**src/verilog/bus_pkg.sv**
```systemverilog
/* Request and response structs for the native memory bus and the APB4 link,
   shared by the decoder, the targets and the top level */
package bus_pkg;

  // Native request, valid held until ready, reads have wstrb == 0
  typedef struct packed {
    logic        valid;
    logic [31:0] addr;
    logic [31:0] wdata;
    logic [3:0]  wstrb;
  } nmi_req_t;

  // Native response, ready is a one-cycle pulse
  typedef struct packed {
    logic        ready;
    logic [31:0] rdata;
  } nmi_rsp_t;

  // APB4 master side signals
  typedef struct packed {
    logic        psel;
    logic        penable;
    logic        pwrite;
    logic [31:0] paddr;
    logic [31:0] pwdata;
    logic [3:0]  pstrb;
  } apb_req_t;

  // APB4 slave side signals
  typedef struct packed {
    logic        pready;
    logic [31:0] prdata;
  } apb_rsp_t;

endpackage

```
**src/verilog/natv_regs.sv**
```systemverilog
/* Native-bus register bank of eight words with byte writes; ready is a
   registered pulse one cycle after a new request */
`timescale 1ns/1ps

module natv_regs
  import bus_pkg::*;
(
  input  logic     clk,
  input  logic     rst,
  input  nmi_req_t req,
  output nmi_rsp_t rsp
);

  logic [31:0] regs [8];
  logic [2:0]  sel;
  logic        ready_q;
  logic [31:0] rdata_q;
  logic        req_new;

  // Register select from word address bits
  assign sel = req.addr[4:2];

  // New only if we did not answer in this cycle
  assign req_new = req.valid && !ready_q;

  always_ff @(posedge clk) begin
    if (rst) begin
      ready_q <= 1'b0;
      for (int i = 0; i < 8; i++) begin
        regs[i] <= '0;
      end
    end else begin
      ready_q <= req_new;
      if (req_new) begin
        // Byte-strobed write, reads leave the bank untouched
        for (int b = 0; b < 4; b++) begin
          if (req.wstrb[b]) begin
            regs[sel][8*b +: 8] <= req.wdata[8*b +: 8];
          end
        end
      end
    end
  end

  // Read data captured with the request, shown with ready
  always_ff @(posedge clk) begin
    if (req_new) begin
      rdata_q <= regs[sel];
    end
  end

  assign rsp.ready = ready_q;
  assign rsp.rdata = rdata_q;

endmodule

```
**config.mk**
```make
export PLATFORM = sky130hd
export DESIGN_NAME = natv_regs
export DESIGN_NICKNAME = d
export VERILOG_FILES = /design/src/verilog/bus_pkg.sv /design/src/verilog/natv_regs.sv
export SDC_FILE = /design/constraint.sdc
export NUM_CORES = 1
export LEC_CHECK = 0
export BUFFER_PORTS_ARGS = -buffer_cell sky130_fd_sc_hd__buf_2
export CAP_MARGIN = 15
export CORE_UTILIZATION = 64
export CTS_BUF_LIST = sky130_fd_sc_hd__clkbuf_16
export DETAILED_ROUTE_END_ITERATION = 10
export GPL_TIMING_DRIVEN = 0
export PLACE_DENSITY = 0.85
export SLEW_MARGIN = 20
export SYNTH_ARGS = -nofsm -noshare
export SYNTH_HDL_FRONTEND = slang
export SYNTH_SLANG_ARGS = --single-unit
```
**constraint.sdc**
```tcl
create_clock -name clk -period 5.8 [get_ports clk]
set_input_delay 0.58 -clock clk [delete_from_list [all_inputs] [get_ports clk]]
set_output_delay 0.58 -clock clk [all_outputs]
set_load 0.03 [all_outputs]
```
* Word level (Yosys, flattened, before mapping) *
Memory sizes are Yosys's and may differ from the RTL's. A register that Yosys moved wholly into a read port is not among the register bits.
Index checks and enable logic that the tools add are counted.

word-level totals
  bits in latches = 0
  input bits = 71
  RAM bits = 256
  word-level logic and storage cells = 26
  bits in registers = 1
  memories = 1
  memory bits (read-only) = 0

operators by class
  $add $sub $neg = 0
  mux-type cells = 21
  divide/modulo/power cells = 0
  equality and inequality tests = 0
  bitwise operators = 0
  multipliers = 0
  magnitude comparators = 0
  reduce and logical (&&, ||, !) cells = 3
  shifts and indexed selects = 0

memory list
  memory  depth  bits a word  rd ports  clocked after Yosys merged registers in  write ports  line             source
  regs    8      32           1         1                                        8            natv_regs.sv:14  logic [31:0] regs [8];

operators with widths
  cell                 number
  2-to-1 mux 32 bit    1
  OR reduction 32 bit  1
  2-to-1 mux 1 bit     18
  2-to-1 mux 4 bit     1
  2-to-1 mux 3 bit     1
  logical AND 1 bit    1
  logical NOT 1 bit    1

* Logic depth before layout (Yosys ltp) *
Gate-level depths: netlist of the first run.

  word-level depth = 7
  mapped depth = 5
  depth with buffers taken out = 3

* Worst setup path before layout of the first run *
No wires, ideal clock.

  kind = input to register
  start = input req[68] (netlist bit)
  end = register rdata_q[0] (read register of regs), enable pin
  data arrival time = 2.047 ns
  data required time = 5.374 ns
  stages = 1
  setup slack = 3.327 ns
  cells stage by stage = nor2b_1

between the ends
  word-level cells in the longest chain between the ends = 1

RTL lines
  what               line             source
  from (decl)        natv_regs.sv:10  input nmi_req_t req,
  logical AND 1 bit  natv_regs.sv:24  assign req_new = req.valid && !ready_q;
  to (decl)          natv_regs.sv:17  logic [31:0] rdata_q;

Every way passes these cells.
A chain may end at the register's enable or synchronous reset.

==> results of run 1 <==
## synth_stat cells, types with 4 or more instances
cell,count
a21o_1,4
and2_1,32
and3_1,32
buf_2,25
buf_6,8
clkbuf_1,21
edfxtp_1,288
mux2_2,32
mux4_1,9
mux4_2,53
nand2_1,33
nor2_1,193
nor2_4,4
o21bai_1,24
or2_2,4
or4bb_1,4
## power breakdown
part	internal [mW]	switching [mW]	leakage (nW)	total, mW
Combinational	0.138	0.241	1.71	0.379
Clock	0.987	0.764	0.458	1.75
Sequential	2.40	0.0269	2.93	2.43
Total	3.53	1.03	5.10	4.56
## routing by layer
metal / wire length, um / vias to the layer above
met5: 0 / -
met4: 876 / 0
met3: 3370 / 71
met2: 14800 / 543
met1: 11300 / 3820
li1: - / 3186
## registers in the layout, summed over array words and instances (netlist names)
| name | cells |
|---|---|
| ready_q | 1 |
| rdata_q | 32 |
| regs | 256 |
## cell type report
class                   instances  area (um^2)  share of cell area
plain buffers                  59          320              0.0227
flip-flops and latches        289         8670               0.614
repair buffers                 74          393              0.0278
clock buffers                  29          726              0.0514
well taps                     260          325              0.0230
multi-input cells             444         3540               0.251
clock inverters                24          149              0.0105
## through the flow
| stage | total power [mW] | std cells |
|---|---|---|
| 6_report | 4.56 | 1179 |
| 3_5_place_dp | 2.84 | 1126 |
| 3_3_place_gp | 2.83 | 1125 |
| 5_1_grt | 4.66 | 1179 |
| 2_1_floorplan | 2.70 | 792 |
| 4_1_cts | 4.55 | 1179 |
## final timing paths
path,from,endpoint,slack (ns),depth (start not counted)
max,ready_q,regs[1][26],3.23,4
min reg2reg,regs[1][30],rdata_q[30],0.59,2
min,req[5],regs[2][1],0.34,2
max reg2reg,ready_q,regs[1][26],3.23,4
## cells in the final DEF, fill, tap and decap left out, drive strengths merged, types with 2 or more instances in the layout
cell type	n
edfxtp	288
nor2	197
buf	112
mux4	62
clkbuf	50
nand2	33
mux2	32
and3	32
and2	32
o21bai	24
clkinv	15
inv	7
or4bb	4
or2	4
a21o	4
and4bb	3
nand3b	3
mux2i	2
nand3	2
bufinv	2
nor2b	2
## worst reg2reg max path, stage by stage, from the launching register on
cell and delay, ns:
dfxtp_1 0.40, nor4bb_1 0.61, buf_2 0.33, clkbuf_1 0.42, a21o_1 0.47
## cell families (layout without fill, tap and decap cells)
kind of cell    after synthesis  in the layout  share of synthesized area
compound gates               31             31                     0.0188
buf+inv                      59            186                     0.0256
flops                       289            289                      0.692
mux                          96             96                      0.145
simple gates                317            317                      0.119
==> reports/metrics.yaml, run 1 <==
logic_synthesis:
  synthTopCellsByArea: "edfxtp_1 (69%), mux4_2 (9.5%), nor2_1 (5.8%), mux2_2 (2.9%), mux4_1 (1.9%)"
  ys_seq_elements: 289
  synth-edff-count: 288
  avgSynthCellArea_um2: 15.8
  syn-cell-area_um2: 12500
  syn_inst: 792
  synth_warnings: 0
  synth_seq_area_share: 0.692
  yosysTopAreaCell: "edfxtp_1"
  async_reset_ff_frac: 0
  synth_top_area_share: 0.691
  yosysUniqueCellTypes: 32
  synth_ff_type: "edfxtp_1"
  syn-num-nets: 863
cts:
  tritoncts: "done"
  htreeDepth: 1
  cts_sinks: 289
  path_clk_slew_ns: 0.06
  cts_buffer_depth: 3
  cts_setup_buffers: 0
  numCtsBuffers: 29
  hold_buffers: 0
  worstSkewPairLatency_ns: 0.55
  ctsRootBufferMaster: "clkbuf_16"
  cts_resized: 0
worst_setup_path:
  crit_path_start_kind: "flop"
  crit_buf_inv: 2
  worst-path-max-fanout: 10
  crit_family: "buffers and inverters"
  cp_slowest_cell: "nor4bb_1"
  critical_path_class: "reg2reg"
  critPathRequiredTime_ns: 5.99
  critical_path_arrival_ns: 2.77
  cp-end-kind: "flop"
  cpPeakStageDelay_ns: 0.61
  cp_cell_sequence: "nor4bb_1 > buf_2 > clkbuf_1 > a21o_1"
route:
  route.detailed.drc: 0
  avgRoutedWirePerCell_um: 25.8
  antenna_left: 0
  vias: 7620
  viasPerCell: 6.46
  finalWirelength_um: 30400
  drt_iter0_markers: 983
  drt-pass1-iter-count: 5
finish:
  antenna_cells: 0
  drive_gt1_frac: 0.266
  fin_nets: 968
  final_util: 0.745
  area_growth_pct: 12.8
  final_cell_area_um2: 14100
  fill_cells: 1113
timing:
  worst_pin_slew_ns: 1.14
  worst_slack_ns: 3.23
  rsz0062_at_grt: "false"
  hold_slack_ns: 0.342
  fin_tns_setup_ns: 0
  finClkSkew_ns: 0.00734
  finalCritPeriodShare: 0.444
  hold_violations: 0
  period_needed_ns: 2.57
  slew_headroom: 0.241
  slew_viol_final: 0
  finalSetupViolCount: 0
  clock.fmax_ghz: 0.389
job:
  drv_cap: 0
grt:
  use_met1: 0.436
  gr-usage-met2: 0.509
  grt_pass1_vias: 7679
  grt-busiest-layer: "met2"
  track_usage: 0.316
  grt_start_max_net_pins: 18
  antenna_found_initial: 0
  grt_pass1_wl_um: 45100
  grt-ovfl-total: 0
  globalRouteMet3Util: 0.0672
power:
  power_density_nw_per_um2: 323
  p_leak_nw: 5.10
  peakVddDrop_mv: 0.289
placed_design:
  port_buffers: 73
  routabilityCongestion: 0.805
  placed_area_um2: 13300
  place_hpwl_um: 19200
  place_ws_ns: 2.76
floorplan:
  start_util: 0.661
  fp.dieArea_um2: 20100
  pin_count: 104
  die_w_um: 142
  core_um2: 19000
  die_y_um: 142
  rows: 50
min_path:
  hold_class: "in2reg"
run_status:
  status: "completed"
Note: power is estimated with default switching activity, not from simulation.
==> inputs of run 2 (changes only) <==
--- a/config.mk
+++ b/config.mk
@@ -7,11 +7,11 @@
 export LEC_CHECK = 0
 export BUFFER_PORTS_ARGS = -buffer_cell sky130_fd_sc_hd__buf_2
 export CAP_MARGIN = 15
-export CORE_UTILIZATION = 64
+export CORE_UTILIZATION = 60
 export CTS_BUF_LIST = sky130_fd_sc_hd__clkbuf_16
 export DETAILED_ROUTE_END_ITERATION = 10
 export GPL_TIMING_DRIVEN = 0
-export PLACE_DENSITY = 0.85
+export PLACE_DENSITY = 0.8
 export SLEW_MARGIN = 20
 export SYNTH_ARGS = -nofsm -noshare
 export SYNTH_HDL_FRONTEND = slang
==> constraint.sdc (replaced) <==
create_clock -name clk -period 2.4 [get_ports clk]
set_input_delay 0.24 -clock clk [delete_from_list [all_inputs] [get_ports clk]]
set_output_delay 0.24 -clock clk [all_outputs]
set_load 0.03 [all_outputs]
==> reports/metrics.yaml, run 2 (synthesized netlist as in run 1, its figures left out) <==
power:
  p_leak_nw: 5.16  # +1.3%
  internal_power_mw: 8.65  # +150%
  combPwrFrac: 0.084  # about the same
  swShare: 0.224  # -0.00203
  clock_power_share: 0.390  # +0.006
  peakVddDrop_mv: 0.607  # +110%
  finalPower_mw: 11.1  # +140%
  power_switching_mw: 2.50  # +140%
  power_density_nw_per_um2: 782  # +140%
  p_seq_frac: 0.526  # -0.006
cts:
  numCtsBuffers: 29  # unchanged
  cts_resized: 10  # +10
  tritoncts: "done"
  cts_sinks: 289  # unchanged
  htreeDepth: 1  # unchanged
  worstSkewPairLatency_ns: 0.54  # about the same
  hold_buffers: 0  # unchanged
  cts_buffer_depth: 3  # unchanged
  ctsRootBufferMaster: "clkbuf_16"
  path_clk_slew_ns: 0.06  # about the same
  cts_setup_buffers: 0  # unchanged
worst_setup_path:
  critical_path_class: "reg2reg"
  r2r_start: "ready_q"
  crit_path_start_kind: "flop"
  rrSetupSlack_ns: 0.09  # -3.13 ns
  cp-end-kind: "flop"
  critical_path_arrival_ns: 2.46  # -0.31 ns
  r2r.worst_path.cells: 3  # -1
  rr_endpoint: "regs[4][2]"
  critPathRequiredTime_ns: 2.55  # -3.44 ns
  worst-path-max-fanout: 10  # unchanged
min_path:
  hp-start: "req[6]"
  holdPathStages: 2  # unchanged
  whs_endpoint: "regs[2][2]"
  hold_class: "in2reg"
finish:
  fill_cells: 1295  # +16%
  drive_gt1_frac: 0.297  # +0.0319
  regMostFlops: "regs"
  regArea_um2: 8670  # unchanged
  area_growth_pct: 13.8
  fin_nets: 967  # -0.10%
  largest_reg_flops: 256  # unchanged
  layout_commonest_cell: "edfxtp_1"
  final_cell_mix: "edfxtp_1 (288), nor2_1 (193), buf_2 (98), mux4_2 (53), nand2_1 (33)"
  reg_top3: "regs x256, rdata_q x32, ready_q x1"
  multi_input_area_um2: 3620  # +2.3%
  antenna_cells: 0  # unchanged
route:
  route.detailed.drc: 0  # unchanged
  vias: 7604  # -0.21%
  drt_iter0_markers: 856  # -13%
  avgRoutedWirePerCell_um: 26.1  # +1.5%
  viasPerCell: 6.40  # -0.97%
  finalWirelength_um: 31000  # +2.2%
  antenna_left: 0  # unchanged
  drt-pass1-iter-count: 5  # unchanged
timing:
  finClkSkew_ns: 0.0108  # +0.00349 ns
  hold_violations: 0  # unchanged
  finalCritPeriodShare: 0.962  # +0.518
  rsz0062_at_grt: "true"
  worst_pin_slew_ns: 1.02  # -0.117 ns
  hold_slack_ns: 0.0108  # -0.331 ns
  finalSetupViolCount: 0  # unchanged
  slew_headroom: 0.320  # +0.0795
  slew_viol_final: 0  # unchanged
  clock.fmax_ghz: 0.433  # +11%
  period_needed_ns: 2.31  # -0.265 ns
floorplan:
  rows: 52  # +4.0%
  die_w_um: 146  # +3.2%
  start_util: 0.615  # -0.0457
  pin_count: 104  # unchanged
  die_y_um: 146  # +3.2%
  core_um2: 20400  # +7.4%
  fp.dieArea_um2: 21500  # +6.6%
grt:
  track_usage: 0.300  # -0.0161
  grt_pass1_wl_um: 46600  # +3.2%
  grt_pass1_vias: 7845  # +2.2%
  antenna_found_initial: 0  # unchanged
  grt_start_max_net_pins: 20  # +2
  grt-ovfl-total: 0  # unchanged
placed_design:
  routabilityCongestion: 0.814  # +1.1%
  place_hpwl_um: 19400  # +0.77%
  port_buffers: 73  # unchanged
run_status:
  status: "completed"
job:
  drv_cap: 0  # unchanged
==> run 2: cell count changes in the layout (fill, tap and decap cells not counted), sizes merged <==
cell	before	now
bufinv	2	3
clkbuf	50	49
clkinvlp	0	1
inv	7	5
==> run 2: how the worst max path moves through the flow <==
stage / startpoint / endpoint / slack, ns / cells after the start
final: ready_q / regs[4][2] / 0.09 / 3
after global routing: ready_q / regs[4][2] / -0.02 / 3
after CTS: ready_q / regs[7][16] / -0.02 / 3
after detailed placement: req[39] / regs[7][11] / -0.34 / 5
after global placement: req[68] / rdata_q[25] / -1.10 / 2
after floorplan: ready_q / rdata_q[0] / 0.15 / 1
==> run 2: layer usage <==
layer,global-route usage,wire (um),share of wire
met5,0,0,0
met1,0.400,11300,0.36
met3,0.0597,3360,0.11
met2,0.495,15400,0.50
met4,0.111,1010,0.033
==> run 2: power by group through the flow <==
stage	registers, mW	logic [mW]	clock network [mW]
3_3_place_gp	5.95	0.888	0
5_1_grt	5.88	0.982	4.54
6_report	5.86	0.937	4.35
2_1_floorplan	6.04	0.493	0
3_5_place_dp	5.97	0.914	0
4_1_cts	5.86	0.927	4.35
==> run 2: through the flow <==
step           cell area [um^2]  worst slack (ns)  TNS (ns)  std cells  utilization
2_1_floorplan             12500             0.145         0        792            -
6_report                  14200            0.0923         0       1188        0.700
3_3_place_gp              13200             -1.10    -66.73       1135        0.650
5_1_grt                   14200           -0.0201    -0.133       1188        0.700
4_1_cts                   14200           -0.0180    -0.321       1189        0.698
3_5_place_dp              13300            -0.345    -39.79       1136        0.651
==> run 2: worst max-delay path: stages, from the launching register on <==
cell and delay [ns]:
dfxtp_1 0.40, or4bb_1 0.55, buf_2 0.22, o21bai_1 0.75
==> run 2: layout make-up <==
class                      instances  share of cell area
clock buffer                      29              0.0509
timing repair buffer              74              0.0276
multi-input combinational        444               0.254
buffer                            58              0.0222
sequential                       289               0.608
clock inverter                    24              0.0130
tap                              270              0.0237
==> inputs of run 3 (changes only) <==
--- a/config.mk
+++ b/config.mk
@@ -7,11 +7,12 @@
 export LEC_CHECK = 0
 export BUFFER_PORTS_ARGS = -buffer_cell sky130_fd_sc_hd__buf_2
 export CAP_MARGIN = 15
-export CORE_UTILIZATION = 60
+export CORE_MARGIN = 2
+export CORE_UTILIZATION = 51
 export CTS_BUF_LIST = sky130_fd_sc_hd__clkbuf_16
 export DETAILED_ROUTE_END_ITERATION = 10
 export GPL_TIMING_DRIVEN = 0
-export PLACE_DENSITY = 0.8
+export PLACE_DENSITY = 0.7
 export SLEW_MARGIN = 20
 export SYNTH_ARGS = -nofsm -noshare
 export SYNTH_HDL_FRONTEND = slang
==> constraint.sdc (replaced) <==
create_clock -name clk -period 2.31 [get_ports clk]
set_input_delay 0.231 -clock clk [delete_from_list [all_inputs] [get_ports clk]]
set_output_delay 0.231 -clock clk [all_outputs]
set_load 0.03 [all_outputs]
==> reports/metrics.yaml, run 3 (synthesized netlist as in run 1, its figures left out) <==
finish:
  stdcell_count: 1251  # +5.3%
  area_growth_pct: 16.3
  final_util: 0.600  # -0.0993
  fill_cells: 1892  # +46%
  largest_reg_flops: 256  # unchanged
  final_cell_area_um2: 14600  # +2.2%
  fin_nets: 976  # +0.93%
  multi_input_area_um2: 3640  # +0.38%
  layout_commonest_cell: "edfxtp_1"
  antenna_cells: 0  # unchanged
  drive_gt1_frac: 0.306  # +0.00898
  regArea_um2: 8670  # unchanged
  final_cell_mix: "edfxtp_1 (288), nor2_1 (193), buf_2 (98), mux4_2 (53), nand2_1 (33)"
  reg_top3: "regs x256, rdata_q x32, ready_q x1"
  regMostFlops: "regs"
timing:
  rsz0062_at_grt: "false"
  worst_slack_ns: 0.116  # +0.0235 ns
  fin_tns_setup_ns: 0  # unchanged
  slew_viol_final: 0  # unchanged
  finClkSkew_ns: 0.00946  # -0.00137 ns
  finalCritPeriodShare: 0.950  # -0.0117
  hold_violations: 0  # unchanged
  slew_headroom: 0.327  # +0.00727
  clock.fmax_ghz: 0.456  # +5.2%
  worst_pin_slew_ns: 1.01  # -0.0109 ns
  period_needed_ns: 2.19  # -0.114 ns
  hold_slack_ns: 0.00895  # -0.00183 ns
  finalSetupViolCount: 0  # unchanged
grt:
  track_usage: 0.247  # -0.0529
  grt_start_max_net_pins: 19  # -5.0%
  grt_pass1_vias: 7669  # -2.2%
  grt_pass1_wl_um: 46500  # about the same
  antenna_found_initial: 0  # unchanged
  grt-ovfl-total: 0  # unchanged
placed_design:
  place_inst: 1190  # +4.8%
  port_buffers: 73  # unchanged
  placed_area_um2: 13300  # +0.51%
  place_ws_ns: -0.504  # -0.159 ns
  place_hpwl_um: 19500  # +0.71%
  routabilityCongestion: 0.786  # -3.4%
cts:
  worstSkewPairLatency_ns: 0.54  # about the same
  ctsRootBufferMaster: "clkbuf_16"
  cts_sinks: 289  # unchanged
  tritoncts: "done"
  cts_buffer_depth: 3  # unchanged
  numCtsBuffers: 29  # unchanged
  htreeDepth: 1  # unchanged
  path_clk_slew_ns: 0.06  # about the same
worst_setup_path:
  cp-end-kind: "flop"
  crit_family: "buffers and inverters"
  critPathRequiredTime_ns: 2.53  # -0.02 ns
  worst-path-max-fanout: 10  # unchanged
  cpPeakStageDelay_ns: 0.45  # -0.30 ns
  critical_path_arrival_ns: 2.42  # -0.04 ns
  cp_slowest_cell: "clkbuf_1"
  crit_path_start_kind: "flop"
  crit_buf_inv: 2  # +1
  critical_path_class: "reg2reg"
  cp_cell_sequence: "nor4bb_1 > buf_2 > clkbuf_1 > a21o_2"
route:
  viasPerCell: 5.89  # -7.9%
  drt-pass1-iter-count: 5  # unchanged
  finalWirelength_um: 31200  # +0.35%
  avgRoutedWirePerCell_um: 24.9  # -4.7%
  route.detailed.drc: 0  # unchanged
  antenna_left: 0  # unchanged
  vias: 7374  # -3.0%
  drt_iter0_markers: 716  # -16%
min_path:
  hold_class: "in2reg"
floorplan:
  rows: 57  # +9.6%
  core_um2: 24200  # +19%
  start_util: 0.517  # -0.0985
  fp.dieArea_um2: 25800  # +20%
  die_y_um: 161  # +9.7%
  pin_count: 104  # unchanged
  die_w_um: 161  # +9.7%
power:
  finalPower_mw: 12.3  # +10%
  internal_power_mw: 9.57  # +11%
  power_switching_mw: 2.69  # +7.6%
  clock_power_share: 0.424  # +0.034
  swShare: 0.219  # -0.00492
  p_leak_nw: 5.25  # +1.6%
  combPwrFrac: 0.080  # -0.004
  p_seq_frac: 0.496  # -0.030
  peakVddDrop_mv: 0.427  # -30%
  power_density_nw_per_um2: 842  # +7.7%
run_status:
  status: "completed"
job:
  drv_cap: 0  # unchanged
## run 3: what timing repair did
action / 4_1_cts / 5_1_grt
hold buffers: 8 / 0
setup endpoints to repair: 112 / 98
gates resized for setup: 12 / 13
endpoints found under the hold margin: 8 / 0
setup buffers: 0 / 0
cloned: 0 / 0
## run 3: power by group through the flow
| stage | Clock (mW) | Combinational (mW) | Sequential, mW |
|---|---|---|---|
| 2_1_floorplan | 0 | 0.512 | 6.27 |
| 3_3_place_gp | 0 | 0.942 | 6.19 |
| 3_5_place_dp | 0 | 0.962 | 6.20 |
| 4_1_cts | 5.20 | 0.982 | 6.08 |
| 5_1_grt | 5.43 | 1.04 | 6.10 |
| 6_report | 5.20 | 0.984 | 6.08 |
## run 3: worst register-to-register path: cells and delay by family (launching register included)
| kind | cells | cell delay [ns] |
|---|---|---|
| buffers and inverters | 2 | 0.74 |
| flip-flops | 1 | 0.44 |
| AO/OA/AOI/OAI | 1 | 0.40 |
| AND/OR/NAND/NOR | 1 | 0.29 |
## run 3: per-layer routing
| layer | wire, um | up-vias | track usage |
|---|---|---|---|
| li1 | - | 3201 | - |
| met1 | 12400 | 3733 | 0.348 |
| met2 | 14900 | 374 | 0.395 |
| met3 | 2850 | 66 | 0.0447 |
| met4 | 977 | 0 | 0.0856 |
| met5 | 0 | - | 0 |
## run 3: worst paths after layout
path               start          end  slack, ns  cells past startpoint
min reg2reg  regs[1][30]  rdata_q[30]       0.57                      2
max reg2reg      ready_q  regs[1][29]       0.12                      4
min              req[33]  regs[2][29]      0.009                      2
max              ready_q  regs[1][29]       0.12                      4
## run 3: cell type report
type | instances | area share
plain buffers | 59 | 0.0220
clock buffers | 29 | 0.0498
clock inverters | 24 | 0.0227
multi-input cells | 444 | 0.250
flip-flops and latches | 289 | 0.595
well taps | 324 | 0.0278
repair buffers | 82 | 0.0325
